`src/design/dualIssue_defines.svh`:
```
// Sizing macros shared by the core and its packages
// DATA_WIDTH is assumed to be 32 (RV32I immediates are built for a 32-bit word)
`ifndef DUALISSUE_DEFINES_SVH
`define DUALISSUE_DEFINES_SVH

// Register and result word
`define DATA_WIDTH 32

// Architectural register file
`define REG_COUNT 32
`define REG_IDX_W 5

// ADDI x0, x0, 0
`define NOP_INSTR 32'h0000_0013

`endif

```
`src/design/isaPkg.sv`:
```
// RV32I encodings for the subset run by the core
// Only LUI, OP-IMM and OP opcodes are decoded, everything else is a nop
`default_nettype none

package isaPkg;

    // Major opcodes handled by the lanes
    typedef enum logic [6:0] {
        OPC_LUI   = 7'b0110111,
        OPC_OPIMM = 7'b0010011,
        OPC_OP    = 7'b0110011
    } opcodeE;

    // funct3 values shared by OP-IMM and OP
    localparam logic [2:0] F3_ADD = 3'b000;
    localparam logic [2:0] F3_XOR = 3'b100;
    localparam logic [2:0] F3_OR  = 3'b110;
    localparam logic [2:0] F3_AND = 3'b111;

    // Instruction bit 30 (funct7[5]) turns ADD into SUB for OP
    localparam int FUNCT7_SUB_BIT = 30;

    typedef enum logic [2:0] {
        ALU_ADD,
        ALU_SUB,
        ALU_XOR,
        ALU_OR,
        ALU_AND,
        ALU_PASSB
    } aluOpE;

    // Immediate format, I for OP-IMM and U for LUI
    typedef enum logic {
        IMM_I,
        IMM_U
    } immKindE;

endpackage

`default_nettype wire

```
`src/design/pipePkg.sv`:
```
// Pipeline-side types shared by the lanes and the register file
`default_nettype none
`include "dualIssue_defines.svh"

package pipePkg;

    // Where an execute operand comes from
    typedef enum logic [1:0] {
        SRC_RF,
        SRC_OWN_WB,
        SRC_OTHER_WB
    } srcSelE;

    // Writeback stage contents, also used as a register file write port
    // write is only ever set together with valid
    typedef struct packed {
        logic                   valid;
        logic                   write;
        logic [`REG_IDX_W-1:0]  rd;
        logic [`DATA_WIDTH-1:0] data;
    } stageRecT;

endpackage

`default_nettype wire

```
`src/design/execLane.sv`:
```
// One execute lane with an execute stage captured at issue and a writeback stage one edge later
// Operands forward from this lane's and the other lane's writeback record
`timescale 1ns/100ps
`default_nettype none
`include "dualIssue_defines.svh"

module execLane (
    input  logic                   clk,
    input  logic                   reset,
    input  logic                   issue_i,
    input  logic                   write_i,
    input  logic [31:0]            instr_i,
    input  logic [`DATA_WIDTH-1:0] rs1Data_i,
    input  logic [`DATA_WIDTH-1:0] rs2Data_i,
    input  pipePkg::stageRecT      otherWb_i,
    output pipePkg::stageRecT      wb_o
);

    function automatic logic matchesRec(input pipePkg::stageRecT rec,
                                        input logic [`REG_IDX_W-1:0] idx);
        matchesRec = rec.valid && rec.write && (rec.rd != '0) && (rec.rd == idx);
    endfunction

    // Own lane first, both can never match at once
    function automatic pipePkg::srcSelE pickSrc(input logic [`REG_IDX_W-1:0] idx,
                                                input pipePkg::stageRecT own,
                                                input pipePkg::stageRecT other);
        if (matchesRec(own, idx)) begin
            pickSrc = pipePkg::SRC_OWN_WB;
        end else if (matchesRec(other, idx)) begin
            pickSrc = pipePkg::SRC_OTHER_WB;
        end else begin
            pickSrc = pipePkg::SRC_RF;
        end
    endfunction

    function automatic logic [`DATA_WIDTH-1:0] selData(input pipePkg::srcSelE sel,
                                                       input logic [`DATA_WIDTH-1:0] rfVal,
                                                       input pipePkg::stageRecT own,
                                                       input pipePkg::stageRecT other);
        case (sel)
            pipePkg::SRC_OWN_WB:   selData = own.data;
            pipePkg::SRC_OTHER_WB: selData = other.data;
            default:               selData = rfVal;
        endcase
    endfunction

    // OP-IMM and OP share the funct3 map, unknown funct3 falls back to add
    function automatic isaPkg::aluOpE f3Op(input logic [2:0] funct3);
        case (funct3)
            isaPkg::F3_XOR: f3Op = isaPkg::ALU_XOR;
            isaPkg::F3_OR:  f3Op = isaPkg::ALU_OR;
            isaPkg::F3_AND: f3Op = isaPkg::ALU_AND;
            default:        f3Op = isaPkg::ALU_ADD;
        endcase
    endfunction

    // Execute stage
    logic                   exValid;
    logic                   exWrite;
    logic [31:0]            exInstr;
    logic [`DATA_WIDTH-1:0] exRs1Data;
    logic [`DATA_WIDTH-1:0] exRs2Data;
    logic [`REG_IDX_W-1:0]  exRs1;
    logic [`REG_IDX_W-1:0]  exRs2;
    logic [`REG_IDX_W-1:0]  exRd;

    isaPkg::aluOpE          aluOp;
    isaPkg::immKindE        immKind;
    logic                   useImm;
    logic [`DATA_WIDTH-1:0] imm;
    pipePkg::srcSelE        srcASel;
    pipePkg::srcSelE        srcBSel;
    logic [`DATA_WIDTH-1:0] srcA;
    logic [`DATA_WIDTH-1:0] rs2Val;
    logic [`DATA_WIDTH-1:0] srcB;
    logic [`DATA_WIDTH-1:0] aluResult;

    // Writeback stage
    logic                   wbValid;
    logic                   wbWrite;
    logic [`REG_IDX_W-1:0]  wbRd;
    logic [`DATA_WIDTH-1:0] wbData;

    always_ff @(posedge clk) begin
        if (reset) begin
            exValid <= 1'b0;
            exWrite <= 1'b0;
        end else begin
            exValid <= issue_i;
            exWrite <= issue_i && write_i;
        end
    end

    always_ff @(posedge clk) begin
        if (issue_i) begin
            exInstr   <= instr_i;
            exRs1Data <= rs1Data_i;
            exRs2Data <= rs2Data_i;
        end
    end

    assign exRs1 = exInstr[19:15];
    assign exRs2 = exInstr[24:20];
    assign exRd  = exInstr[11:7];

    always_comb begin
        aluOp   = isaPkg::ALU_ADD;
        immKind = isaPkg::IMM_I;
        useImm  = 1'b0;
        case (exInstr[6:0])
            isaPkg::OPC_LUI: begin
                aluOp   = isaPkg::ALU_PASSB;
                immKind = isaPkg::IMM_U;
                useImm  = 1'b1;
            end
            isaPkg::OPC_OPIMM: begin
                aluOp  = f3Op(exInstr[14:12]);
                useImm = 1'b1;
            end
            isaPkg::OPC_OP: begin
                if (exInstr[14:12] == isaPkg::F3_ADD && exInstr[isaPkg::FUNCT7_SUB_BIT]) begin
                    aluOp = isaPkg::ALU_SUB;
                end else begin
                    aluOp = f3Op(exInstr[14:12]);
                end
            end
            default: begin
                useImm = 1'b0;
            end
        endcase
    end

    assign imm = (immKind == isaPkg::IMM_U) ? {exInstr[31:12], 12'b0}
                                            : {{20{exInstr[31]}}, exInstr[31:20]};

    assign srcASel = pickSrc(exRs1, wb_o, otherWb_i);
    assign srcBSel = pickSrc(exRs2, wb_o, otherWb_i);
    assign srcA    = selData(srcASel, exRs1Data, wb_o, otherWb_i);
    assign rs2Val  = selData(srcBSel, exRs2Data, wb_o, otherWb_i);
    assign srcB    = useImm ? imm : rs2Val;

    always_comb begin
        case (aluOp)
            isaPkg::ALU_SUB:   aluResult = srcA - srcB;
            isaPkg::ALU_XOR:   aluResult = srcA ^ srcB;
            isaPkg::ALU_OR:    aluResult = srcA | srcB;
            isaPkg::ALU_AND:   aluResult = srcA & srcB;
            isaPkg::ALU_PASSB: aluResult = srcB;
            default:           aluResult = srcA + srcB;
        endcase
    end

    // x0 destinations drop their write here
    always_ff @(posedge clk) begin
        if (reset) begin
            wbValid <= 1'b0;
            wbWrite <= 1'b0;
        end else begin
            wbValid <= exValid;
            wbWrite <= exWrite && (exRd != '0);
        end
    end

    always_ff @(posedge clk) begin
        wbRd   <= exRd;
        wbData <= aluResult;
    end

    assign wb_o = '{valid: wbValid, write: wbWrite, rd: wbRd, data: wbData};

    aSingleForward: assert property (
        @(posedge clk) disable iff (reset)
        exValid |-> !(matchesRec(wb_o, exRs1) && matchesRec(otherWb_i, exRs1)) &&
                    !(matchesRec(wb_o, exRs2) && matchesRec(otherWb_i, exRs2))
    ) else $error("execLane: operand matches both writeback records");

endmodule

`default_nettype wire

```
`config.mk`:
```
export PLATFORM = sky130hd
export DESIGN_NAME = execLane
export DESIGN_NICKNAME = d
export VERILOG_FILES = /design/src/design/isaPkg.sv /design/src/design/pipePkg.sv /design/src/design/execLane.sv
export VERILOG_INCLUDE_DIRS = /design/src /design/src/design
export SDC_FILE = /design/constraint.sdc
export NUM_CORES = 1
export LEC_CHECK = 0
export BUFFER_PORTS_ARGS = -buffer_cell sky130_fd_sc_hd__buf_2
export CAP_MARGIN = 20
export CORE_MARGIN = 1
export CORE_UTILIZATION = 52
export DETAILED_ROUTE_END_ITERATION = 8
export PLACE_DENSITY = 0.83
export SLEW_MARGIN = 15
export SYNTH_ARGS = -nofsm -noshare
export SYNTH_HDL_FRONTEND = slang
export SYNTH_SLANG_ARGS = --single-unit
```
`constraint.sdc`:
```
create_clock -name clk -period 5.9 [get_ports clk]
set_input_delay 0.885 -clock clk [delete_from_list [all_inputs] [get_ports clk]]
set_output_delay 0.885 -clock clk [all_outputs]
set_load 0.005 [all_outputs]
```
==> results.md <==
Logic synthesis:
- In this run, synthesis inferred 96 flip-flops with an integrated enable.
- The average footprint of a synthesized cell is 9.152 sq um.
- The commonest register cell after synthesis is edfxtp_1.
- Of the post-synthesis cell area, the dominant cell type holds 0.2770.
- The largest total area in the synthesized netlist belongs to edfxtp_1.
- The count of mapped cells out of synthesis is 1137.
- Summing every instance area after synthesis gives about 10000 sq um.
- The fraction of the yosys area taken by sequential cells is 0.3559.
- Of all flip-flops after synthesis, the portion carrying an async set or reset was 0.
- The number of nets handed over by synthesis was 1378.
- The synthesized netlist contains a little over 80 unique library cells.
- After synthesis the netlist holds a flip-flop and latch count of 137.
- For this run, the number of Yosys warnings is 0.
- After synthesis, the cell types taking the most area are edfxtp_1 28%, ha_1 12%, dfxtp_1 7.9%, o21ai_0 5.6%, xnor2_1 4.5%.

Setup path:
- The arrival time reported for the critical path endpoint is 6120 ps.
- The worst setup path is captured at a register.
- The buffer and inverter count on the worst path is 3.
- The slowest stage cell on the critical path is edfxtp_1.
- The sort of element at the start of the critical path is a register.
- The kind of cell with the highest combined delay along the critical path is compound AO/OA/AOI/OAI gates.
- The data required time of the worst path is 6220 ps.
- The kind of critical path is reg2reg.
- The flop-to-flop setup slack is between 100 and 150 ps.
- Counting stages on the worst path, the most repeated cell is buf_4.
- In this run the worst path has a maximum fanout of 8.
- In this design, the stage delay of the slowest critical-path cell is 640 ps.
- The critical path goes through xnor2_2 > o211ai_1 > buf_4 > buf_4 > o21ai_0 > a21oi_1 > o31a_1 > nor4_4 > a21oi_4 > or3b_4 > o31ai_4 > xnor2_1 > ha_1 > buf_4 > nand2_1 > nor3_1 > o211ai_1 > and3_1 > or2_2 > o21ai_0 > a21oi_1 > xnor2_1 > a221o_1.

Die:
- The number of primary I/O pins is 178.
- The die covers 20580 sq um.
- The number of core rows is 51.
- For this configuration, the core starts out at a cell density of 0.5329.
- From left edge to right edge, the die measures 143.5 um.
- Measured along the y axis, the die boundary spans 143.5 um.
- After floorplanning, the core was sized to cover 19530 sq um.

Timing:
- The portion of the clock cycle consumed by the worst path in the final layout is 0.9822.
- The transition at the pin with the smallest max-transition slack is 1044 ps.
- The worst path needs 5795 ps of the cycle, external delays included.
- The setup total negative slack is 0 ps.
- The number of failing hold endpoints at the final stage was 0.
- The worst setup skew after layout is 23.61 ps.
- The fmax is 172.6 MHz.
- The final count of pins violating max slew is 0.
- The worst slew slack as a fraction of its limit is 0.3042.
- The setup-violating endpoint count in the final report is 0.
- The post-route worst hold slack is 366.5 ps.

Power:
- Dividing total power by cell area gives a power density of 267.9 nW/um^2.
- The worst voltage drop across the vdd grid is between 200 and 300 uV.
- The analysis attributes to cell leakage a power of between 0.005 and 0.006 uW.
- Summing internal, switching and leakage power gives about 3600 uW.

Clock network:
- The total of hold buffers inserted after clock tree synthesis is 0.
- The total number of H-tree levels is 4.
- The clock latency on the worst-skew pair is between 400 and 500 ps.
- No sink is reached through more buffers than the 2 on the longest clock path.
- The total clock buffers created by CTS is 17.
- After clock tree synthesis, the clock-pin slew on the worst setup and hold paths is 70 ps.
- Clock tree synthesis found a total of 137 sinks.
- TritonCTS built the clock tree.
- The clock root buffer master is clkbuf_16.

GRT:
- The global route total overflow is 0.
- Entering global routing, the biggest net connects 77 pins.
- The aggregate global-route resource usage is 0.3664.
- The number of global-route vias before repair came to roughly 10000.
- The initial antenna violation count is 1.
- The first global-routing pass estimated 55.94 mm of wire.

Routing:
- The total wire length after detailed routing is 37.88 mm.
- Using the TritonRoute via totals, the vias-per-cell ratio works out to 6.290.
- After detailed routing, the average wire length per cell comes to ~22 um.
- The antenna violation net count after detailed routing is 0.
- The first-pass iteration count of the detailed router is 6.
- Across all layers, the routed design uses 10781 vias.
- The number of DRC markers after the initial detailed-route iteration is between 1000 and 1500.
- The final routed DRC violation total is 0.

Place:
- The HPWL after detailed placement is roughly 28 mm.
- The count of port buffers added during placement is approximately 180.
- The placed instances occupy a cell area of 12520 sq um.
- Routability-driven placement finished with a final weighted congestion of 0.9757.

Final layout:
- The library cell used most frequently in the layout, excluding fill and tap cells, is buf_2.
- The library cells used most frequently in the layout, excluding fill and tap cells, are 176 x buf_2, 160 x buf_4, 114 x o21ai_0, 101 x ha_1, 100 x nand2_1.
- The final core utilization is 0.6797.
- Of the cells placed in the final design, the portion with a size suffix greater than 1 is 0.2854.
- At the end of the flow, the number of nets in the layout was ~1700.
- The final non-filler cell area is 13270 sq um.
- The synthesis-to-finish area growth is 27.55%.

Outcome:
- The flow ran to the end, and the final reports show no timing, DRC or antenna violations.

Worst hold path:
- The tightest min-delay check is of the reg2reg type.

Run:
- The tool flagged a number of max-cap violations equal to 0.
[power by group]
part | switching, uW | total [uW] | internal, uW | leakage (uW)
Sequential | 200 | 1390 | 1190 | 0.00128
Combinational | 582 | 1100 | 518 | 0.00417
Clock | 514 | 1070 | 556 | 0.000265
Total | 1300 | 3560 | 2260 | 0.00572
[path summary, 6_finish.rpt]
| kind | cells past startpoint | endpoint | startpoint |
|---|---|---|---|
| worst min-delay path | 0 | wbRd[2] | exInstr[9] |
| worst max-delay path | 23 | wbData[24] | exInstr[22] |
| worst min register to register | 0 | wbRd[2] | exInstr[9] |
| worst max register to register | 23 | wbData[24] | exInstr[22] |
[routing by layer]
layer | track usage | vias up | wire [um]
li1 | - | 4789 | -
met1 | 0.4712 | 4970 | 14450
met2 | 0.5478 | 858 | 16470
met3 | 0.1063 | 162 | 4928
met4 | 0.2111 | 2 | 2023
met5 | 0 | - | 8
[cell usage after synthesis (all sizes together), types with 6 or more instances]
cell type  count
o31ai         13
edfxtp        96
nor4           7
nand2b         8
nor3          22
a222oi         7
a211oi        12
o21a          20
a21oi         59
a21boi         7
a21o          15
or4            6
ha           101
buf           19
xor2          22
and3          11
xnor2         54
nand2        101
nand3         45
a31oi          6
mux2i         39
o21ai        120
nor2          58
dfxtp         41
o211ai        14
and2           6
a221oi         6
nor2b          8
clkbuf        42
a22oi         22
inv           73
[kinds of logic (layout without fill, tap and decap cells)]
family,Yosys count,after routing,synth area share
AOI/OAI and AO/OA,353,353,0.2259
xor gates and xnor gates,76,76,0.06396
adders and majority gates,102,102,0.1234
buffers and inverters,134,444,0.05435
DFF,137,137,0.3559
muxes,39,39,0.03751
other,0,2,0
and+or+nand+nor,296,296,0.1390
[area by class of cell]
class | count | area, sq um
fill | 1496 | 6254
clock buffer | 18 | 429.2
tap | 265 | 331.6
inverter | 73 | 274.0
antenna | 2 | 5.005
multi-input combinational | 866 | 6279
clock inverter | 14 | 126.4
sequential | 137 | 3704
timing repair buffer | 339 | 2125
[state kept, by name, summed over array words and instances (netlist names)]
register / flops
exInstr: 32
exRs1Data: 32
exRs2Data: 32
exValid: 1
exWrite: 1
wbData: 32
wbRd: 5
wbValid: 1
wbWrite: 1
[through the flow]
| step | worst slack (ps) | cells |
|---|---|---|
| 2_1_floorplan | 53.40 | 1137 |
| 3_5_place_dp | -417.5 | 1672 |
| 6_report | 105.3 | 1714 |
| 5_1_grt | -204.3 | 1712 |
| 3_3_place_gp | -258.7 | 1672 |
| 4_1_cts | 48.23 | 1706 |
[what timing repair did]
item,in CTS,in global routing
resized for setup,3,24
endpoints found under the setup margin,4,9
pin swaps,1,9
buffers inserted,2,6
Power figures use the tool's default switching activity.
