### src/design/dualIssue_defines.svh
// Sizing macros shared by the core and its packages
// DATA_WIDTH is assumed to be 32 (RV32I immediates are built for a 32-bit word)
`ifndef DUALISSUE_DEFINES_SVH
`define DUALISSUE_DEFINES_SVH

// Register and result word
`define DATA_WIDTH 32

// Architectural register file
`define REG_COUNT 32
`define REG_IDX_W 5

// ADDI x0, x0, 0
`define NOP_INSTR 32'h0000_0013

`endif

### src/design/isaPkg.sv
// RV32I encodings for the subset run by the core
// Only LUI, OP-IMM and OP opcodes are decoded, everything else is a nop
`default_nettype none

package isaPkg;

    // Major opcodes handled by the lanes
    typedef enum logic [6:0] {
        OPC_LUI   = 7'b0110111,
        OPC_OPIMM = 7'b0010011,
        OPC_OP    = 7'b0110011
    } opcodeE;

    // funct3 values shared by OP-IMM and OP
    localparam logic [2:0] F3_ADD = 3'b000;
    localparam logic [2:0] F3_XOR = 3'b100;
    localparam logic [2:0] F3_OR  = 3'b110;
    localparam logic [2:0] F3_AND = 3'b111;

    // Instruction bit 30 (funct7[5]) turns ADD into SUB for OP
    localparam int FUNCT7_SUB_BIT = 30;

    typedef enum logic [2:0] {
        ALU_ADD,
        ALU_SUB,
        ALU_XOR,
        ALU_OR,
        ALU_AND,
        ALU_PASSB
    } aluOpE;

    // Immediate format, I for OP-IMM and U for LUI
    typedef enum logic {
        IMM_I,
        IMM_U
    } immKindE;

endpackage

`default_nettype wire

### src/design/pairIssue.sv
// Accepts a pair when instrValid_i and ready_o are high at a rising edge
// A same-pair RAW or WAW splits the pair, slot 2 then issues one cycle later
`timescale 1ns/100ps
`default_nettype none
`include "dualIssue_defines.svh"

module pairIssue (
    input  logic                  clk,
    input  logic                  reset,
    input  logic                  instrValid_i,
    input  logic [31:0]           instr1_i,
    input  logic [31:0]           instr2_i,
    output logic                  ready_o,
    output logic                  lane1Issue_o,
    output logic                  lane1Write_o,
    output logic [31:0]           lane1Instr_o,
    output logic                  lane2Issue_o,
    output logic                  lane2Write_o,
    output logic [31:0]           lane2Instr_o,
    output logic [`REG_IDX_W-1:0] rs1Lane1_o,
    output logic [`REG_IDX_W-1:0] rs2Lane1_o,
    output logic [`REG_IDX_W-1:0] rs1Lane2_o,
    output logic [`REG_IDX_W-1:0] rs2Lane2_o
);

    function automatic logic writesRd(input logic [31:0] instr);
        writesRd = (instr[6:0] == isaPkg::OPC_LUI) ||
                   (instr[6:0] == isaPkg::OPC_OPIMM) ||
                   (instr[6:0] == isaPkg::OPC_OP);
    endfunction

    // LUI reads nothing, OP-IMM reads rs1, OP reads both sources
    function automatic logic readsReg(input logic [31:0] instr,
                                      input logic [`REG_IDX_W-1:0] idx);
        logic usesRs1;
        logic usesRs2;
        usesRs1 = (instr[6:0] == isaPkg::OPC_OPIMM) || (instr[6:0] == isaPkg::OPC_OP);
        usesRs2 = (instr[6:0] == isaPkg::OPC_OP);
        readsReg = (usesRs1 && instr[19:15] == idx) || (usesRs2 && instr[24:20] == idx);
    endfunction

    logic                  holdValid;
    logic [31:0]           heldInstr;
    logic                  accept;
    logic [`REG_IDX_W-1:0] rd1;
    logic [`REG_IDX_W-1:0] rd2;
    logic                  slot1Writes;
    logic                  rawHazard;
    logic                  wawHazard;
    logic                  split;

    assign ready_o = !holdValid;
    assign accept  = instrValid_i && ready_o;

    assign rd1         = instr1_i[11:7];
    assign rd2         = instr2_i[11:7];
    assign slot1Writes = writesRd(instr1_i) && (rd1 != '0);
    assign rawHazard   = slot1Writes && readsReg(instr2_i, rd1);
    assign wawHazard   = slot1Writes && writesRd(instr2_i) && (rd2 == rd1);
    assign split       = accept && (rawHazard || wawHazard);

    // Slot 1 always goes to lane 1
    assign lane1Issue_o = accept;
    assign lane1Instr_o = instr1_i;
    assign lane1Write_o = accept && writesRd(instr1_i);

    // Lane 2 takes the held slot while one is pending
    assign lane2Instr_o = holdValid ? heldInstr : instr2_i;
    assign lane2Issue_o = holdValid || (accept && !(rawHazard || wawHazard));
    assign lane2Write_o = lane2Issue_o && writesRd(lane2Instr_o);

    assign rs1Lane1_o = lane1Instr_o[19:15];
    assign rs2Lane1_o = lane1Instr_o[24:20];
    assign rs1Lane2_o = lane2Instr_o[19:15];
    assign rs2Lane2_o = lane2Instr_o[24:20];

    // Hold lasts exactly one cycle since no accept happens while it is set
    always_ff @(posedge clk) begin
        if (reset) begin
            holdValid <= 1'b0;
        end else begin
            holdValid <= split;
        end
    end

    always_ff @(posedge clk) begin
        heldInstr <= split ? instr2_i : `NOP_INSTR;
    end

    aNoPairRaw: assert property (
        @(posedge clk) disable iff (reset)
        (lane1Issue_o && lane2Issue_o && lane1Write_o && lane1Instr_o[11:7] != '0)
            |-> !readsReg(lane2Instr_o, lane1Instr_o[11:7])
    ) else $error("pairIssue: unsplit pair has lane 2 reading lane 1 rd");

endmodule

`default_nettype wire

### config.mk
export PLATFORM = sky130hd
export DESIGN_NAME = pairIssue
export DESIGN_NICKNAME = d
export VERILOG_FILES = /design/src/design/isaPkg.sv /design/src/design/pairIssue.sv
export VERILOG_INCLUDE_DIRS = /design/src /design/src/design
export SDC_FILE = /design/constraint.sdc
export NUM_CORES = 1
export LEC_CHECK = 0
export BUFFER_PORTS_ARGS = -buffer_cell sky130_fd_sc_hd__clkbuf_2
export CAP_MARGIN = 20
export CELL_PAD_IN_SITES_DETAIL_PLACEMENT = 0
export CELL_PAD_IN_SITES_GLOBAL_PLACEMENT = 2
export CORE_UTILIZATION = 22
export DETAILED_ROUTE_END_ITERATION = 12
export GPL_TIMING_DRIVEN = 0
export PLACE_DENSITY = 0.84
export SLEW_MARGIN = 20
export SYNTH_ARGS = -nofsm -noshare
export SYNTH_HDL_FRONTEND = slang
export SYNTH_SLANG_ARGS = --single-unit
### constraint.sdc
create_clock -name clk -period 2.6 [get_ports clk]
set_input_delay 0.13 -clock clk [delete_from_list [all_inputs] [get_ports clk]]
set_output_delay 0.13 -clock clk [all_outputs]
set_load 0.005 [all_outputs]
==> results of run 1 <==
per-stage QoR:
stage	utilization	cells
final	0.337	458
after global routing	0.337	458
after CTS	0.337	458
after detailed placement	0.323	449
after global placement	0.323	449
after floorplan	-	206
state kept, by name, summed over array words and instances, names as in the netlist:
name       cells
heldInstr     32
holdValid      1
final cells by class:
class | count | share of cell area
clock buffer | 5 | 0.0234
timing repair buffer | 136 | 0.233
inverter | 4 | 0.00511
sequential | 33 | 0.225
buffer | 58 | 0.146
tap | 108 | 0.0460
multi-input combinational | 111 | 0.305
clock inverter | 3 | 0.0158
layer usage:
metal | vias up | share of wire
met2 | 104 | 0.45
li1 | 903 | -
met5 | - | 0
met3 | 6 | 0.11
met1 | 796 | 0.43
met4 | 0 | 0.0063
synthesized netlist by cell type, types with 2 or more instances:
cell,number
and2_1,27
buf_1,3
buf_4,52
buf_6,2
conb_1,2
dfxtp_1,33
inv_1,3
mux2_2,30
nand2_1,5
nor2_1,4
nor2b_1,3
nor3_1,4
nor4_1,2
xor2_1,14
logic make-up after synthesis:
logic type,Yosys count,synth area share
simple gates,53,0.163
mux,31,0.177
compound gates,7,0.0352
xor+xnor,15,0.0660
other cells,2,0.00377
buf+inv,62,0.223
flops,33,0.332
where the power goes:
group | internal (W) | switching (W) | leakage, nW
logic | 0.000152 | 0.0000985 | 1.16
registers | 0.000509 | 0.00000125 | 0.268
clock network | 0.000287 | 0.000205 | 0.0543
repair_timing:
| item | 4_1_cts | 5_1_grt |
|---|---|---|
| endpoints found under the setup margin | 0 | 0 |
| endpoints found under the hold margin | 1 | 0 |
| hold buffers | 1 | 0 |
how the worst max path moves through the flow:
stage	slack (ps)	end
6_report	330	rs1Lane2_o[4]
3_5_place_dp	630	rs1Lane2_o[4]
2_1_floorplan	960	lane2Write_o
4_1_cts	300	rs1Lane2_o[4]
3_3_place_gp	640	rs1Lane2_o[4]
5_1_grt	200	rs2Lane2_o[2]
==> results.md, run 1 <==
* Critical path, cell by cell: buf_2, buf_1, mux2_2, buf_4, clkbuf_2
* Largest area contributor in the netlist: dfxtp_1
* Row cnt at 34
* CORE AREA at ~8700 sq um
* Share of cells above drive strength 1 at 0.669
* RSZ-0062 raised after global routing: no
* Detailed Place HPWL at approximately 4.2 mm
* HP Start: instr2_i[12]
* Drt total wl at 5.12 mm
* Root Buffer: clkbuf_8
* Skew final at about 7.4 ps
* Commonest cells after routing, fill and taps aside: clkbuf_2 (135), buf_4 (52), dfxtp_1 (33)
* CP Launch Point: holdValid$_SDFF_PP0_
* CP arrival at 2140 ps
* Gr ovfl total at 0
* Clk slew on worst S/H paths at 80 ps
* Area taken by flip-flops and latches at roughly 660 sq um
* Vias in the first global route at 1700
* Number of buffers created by CTS at 5
* Synth area leaders: dfxtp_1 (33%), buf_4 (20%), mux2_2 (17%)
* CP max stage cell: buf_1
* EDFF count, synth at 0
* First-pass GRT wire length at 8.03 mm
* Resize count post-CTS at 0
* Crit path required time at roughly 2500 ps
* Syn Inst Count at 203
* Outcome: finished clean
* Post-Synthesis Cell Area at 1990 sq um
* CP Buf/Inv Count at 4
* Max-cap viol count at 0
* Worst Path Max Fanout at 10
* Grt met1 use at 0.131
* CTS tree: done
* Post-synth top area share at 0.332
* DIE AREA at about 9400 sq um
* Post-route design area at 2940 sq um
* Postcts setup bufs at 0
* Clk_lat worst skew at 290 ps
* Final Hold Fails at 0
* Clk buf depth at 2
* Ys async rst share at 0
* H-tree levels at 2
* Kind of critical path: reg2out
* Initial Utilization at 0.228
* Largest net degree at the start of global routing at 13
* Fmax at roughly 0.44 GHz
* Minimum clock period at about 2300 ps
* Syn avg cell area at between 9 and 10 sq um
* Vias per cell at 3.95
* Synth cell types at 33
* TNS Setup at 0 ps
* CP delay by family, top: buffers and inverters
* Area of the multi-input gates at 897 sq um
* Initial antenna violation count at 0
* CTS sink count at 33
* Top FF cell, synth: dfxtp_1
* Post-DRT Antenna Nets at 0
* Die Width at 97.1 um
* Critical Path Max Stage Delay at 570 ps
* Type of origin of the critical path: register
* Total track usage at 0.108
* Hold_ws at between 40 and 50 ps
* Sequential-to-total area share from yosys stat at 0.332
* PD cells at 427 nW/um^2
* Placed cell areas at roughly 2800 sq um
* Die Y-Extent at 97.1 um
* Worst rel slew slack at 0.535
* Static Leak at 1.48 nW
* Fill count at 925
* N_diodes at 0
* Total power at between 0.001 and 0.0015 W
* Fin. max-slew vios at 0
* Tcrit/Tclk final at 0.872
* Setup slack, reg-to-reg at between 1000 and 1500 ps
* R2R Path Start: holdValid$_SDFF_PP0_
* Yosys reg bits at 33
* Commonest non-fill, non-tap cell in the layout: clkbuf_2
* Worst r2r dst: heldInstr[22]$_SDFF_PN0_
* Placer Congestion at about 0.74
* Yosys warns at 0
* Levels on crit path at 5
* Layer with the highest usage: met2
* Drc violations at 0
* Actual slew at the worst max-slew pin at around 700 ps
* Setup violators final at 0
* Iter 0 DRT Violations at 25
* Final WS setup at approximately 330 ps
* Worst min-delay path category: in2reg
* Routed len/inst at between 10 and 15 um
* CP endpoint kind: output pin
* Vias at 1809
* Maximum vdd ir drop at roughly 280 uV
* I/O Buffers at about 140
* M2 GR Usage at 0.172
* Worst hold path endpoint: heldInstr[12]$_SDFF_PN0_
* Ports at 156
* 1st-pass router iterations at 4
* R2R cell count at 5
* Final nets at 416
* Synth-to-layout area growth at 47.6%
* Hold depth at 2
* M3 GR Usage at 0.0460
* Pre-CTS setup slack at 628 ps
Note: power is estimated with default switching activity, not from simulation.
==> run 2, diff against run 1 <==
- ABC_AREA: default -> 1
- CORE_UTILIZATION: 22 -> 20
- PLACE_DENSITY: 0.84 -> 0.85
==> results.md, run 2 <==
* Fin. max-slew vios at 0
* Worst Path Max Fanout at 10
* Post-Synthesis Cell Area at 2050 sq um
* Detailed Place HPWL at 5.18 mm
* Die Y-Extent at around 100 um
* Top-count cell post-synth: nand2_1
* Ports at 156
* CORE AREA at 9860 sq um
* Commonest non-fill, non-tap cell in the layout: clkbuf_2
* Met3 WL at 464 um
* Finished Core Util at 0.304
* Kind of critical path: reg2out
* Synth-to-layout area growth at 46.3%
* Clk buf depth at 2
* Row cnt at 36
* Outcome: finished clean
* CTS tree: done
* Largest net degree at the start of global routing at 11
* Vias in the first global route at roughly 2000
* TNS Setup at 0 ps
* Final nets at ~530
* Drt total wl at 6.42 mm
* CP endpoint kind: output pin
* Total power at 0.00117 W
* Total track usage at 0.123
* Worst min-delay path category: in2reg
* Static Leak at approximately 1.7 nW
* Gr ovfl total at 0
* Synth cell types at 24
* Type of origin of the critical path: register
* Crit path required time at 2470 ps
* First-pass GRT wire length at approximately 9.6 mm
* DIE AREA at 10700 sq um
* Number of buffers created by CTS at 5
* Placer Congestion at 0.759
* Resize count post-CTS at 0
* RSZ-0062 raised after global routing: no
* Syn Inst Count at 312
* Postcts setup bufs at 0
* Setup violators final at 0
* Synth area leaders: dfxtp_1 (32%), buf_4 (19%), nand2_1 (16%)
* Top flop regs: heldInstr: 32 flops, holdValid: 1 flops
* Root Buffer: clkbuf_8
* Clk slew on worst S/H paths at approximately 70 ps
* Yosys warns at 0
* Hold depth at 3
* EDFF count, synth at 0
* Yosys reg bits at 33
* Tcrit/Tclk final at 0.798
* # hold bufs at CTS at 1
* Ys async rst share at 0
* M1 WL at 2.91 mm
* Share of cells above drive strength 1 at 0.467
* Drc violations at 0
* Hold_ws at 56.2 ps
* Initial Utilization at 0.208
* N_diodes at 0
* Iter 0 DRT Violations at 26
* Largest area contributor in the netlist: dfxtp_1
* Vias at between 2000 and 2500
* Post-DRT Antenna Nets at 0
* Clk_lat worst skew at 290 ps
* Placed cell areas at 2910 sq um
* Top reg by flops: heldInstr
* Final Hold Fails at 0
* Die Width at 103 um
* Syn avg cell area at 6.58 sq um
* Maximum vdd ir drop at between 100 and 150 uV
* Sequential-to-total area share from yosys stat at 0.322
* Routed len/inst at 10.9 um
* Commonest cells post-synth: nand2_1 (85), buf_4 (53), inv_1 (39), dfxtp_1 (33), nor2_1 (33)
* Top layer in use: met4
* CP arrival at roughly 1900 ps
* H-tree levels at 2
* I/O Buffers at between 100 and 150
* Top FF cell, synth: dfxtp_1
* PD cells at about 400 nW/um^2
* Post-synth top area share at 0.322
* R2R cell count at 5
* 1st-pass router iterations at 4
* Minimum clock period at 2070 ps
* Post-route design area at about 3000 sq um
* Actual slew at the worst max-slew pin at 583 ps
* Fmax at 0.482 GHz
* CTS sink count at 33
* Skew final at 6.20 ps
* Largest register FFs at 32
* Met2 wire len at between 2 and 3 mm
* Vias per cell at 3.68
* Initial antenna violation count at 0
* Worst rel slew slack at 0.611
* Commonest cells after routing, fill and taps aside: clkbuf_2 (135), nand2_1 (85), buf_4 (53)
* Max-cap viol count at 0
## run 2: cell types whose count changed in the layout (fill, tap and decap cells not counted), sizes merged, moves of 5 or more
cell and change:
mux2 -31, and2 -27, o21ai +28, nor2 +39, clkbuf +5, inv +39
nand2 +80, xor2 -11
## run 2: final cells by class
cell class | count | area (sq um)
clock buffers | 7 | 86.3
well taps | 133 | 166
inverters | 42 | 158
flip-flops and latches | 33 | 661
multi-input cells | 179 | 802
fillers | 1117 | 6860
repair buffers | 136 | 686
plain buffers | 61 | 444
## run 2: worst max-delay path, cell delays in order, from the launching register on
cell and delay [ps]:
dfxtp_1 310, buf_4 150, buf_2 220, buf_1 480
nand2_1 90, o21ai_0 150, buf_4 160, clkbuf_2 100
## run 2: cells by family (layout without fill, tap and decap cells)
group / count (synthesis) / in the layout / synth area share
AND/OR/NAND/NOR: 138 / 138 / 0.286
buffers and inverters: 103 / 246 / 0.293
AO/OA/AOI/OAI: 33 / 33 / 0.0823
flip-flops: 33 / 33 / 0.322
XOR/XNOR: 3 / 3 / 0.0128
other: 2 / 5 / 0.00366
## run 2: path summary, 6_finish.rpt
check | startpoint | endpoint | slack [ps]
worst max-delay path | holdValid$_SDFF_PP0_ | rs1Lane2_o[3] | 530
worst min-delay path | instr2_i[30] | heldInstr[30]$_SDFF_PN0_ | 60
worst max register to register | holdValid$_SDFF_PP0_ | heldInstr[2]$_SDFF_PN0_ | 1350
worst min register to register | holdValid$_SDFF_PP0_ | holdValid$_SDFF_PP0_ | 810
## run 2: routing by layer
layer,up-vias,GRT usage
li1,1167,-
met1,912,0.153
met2,86,0.207
met3,7,0.0376
met4,0,0.0325
met5,-,0
## run 2: through the flow
step | instances | setup slack (ps)
floorplan | 315 | 1270
global placement | 583 | 764
detailed placement | 583 | 757
CTS | 591 | 432
global route | 591 | 253
finish | 591 | 526
## run 2: report_power, final
part	leakage, nW	total (W)	switching (W)	internal, W
Sequential	0.268	0.000510	0.000000938	0.000509
Clock	0.0443	0.000404	0.000194	0.000210
Combinational	1.39	0.000256	0.000116	0.000140
Total	1.70	0.00117	0.000311	0.000860
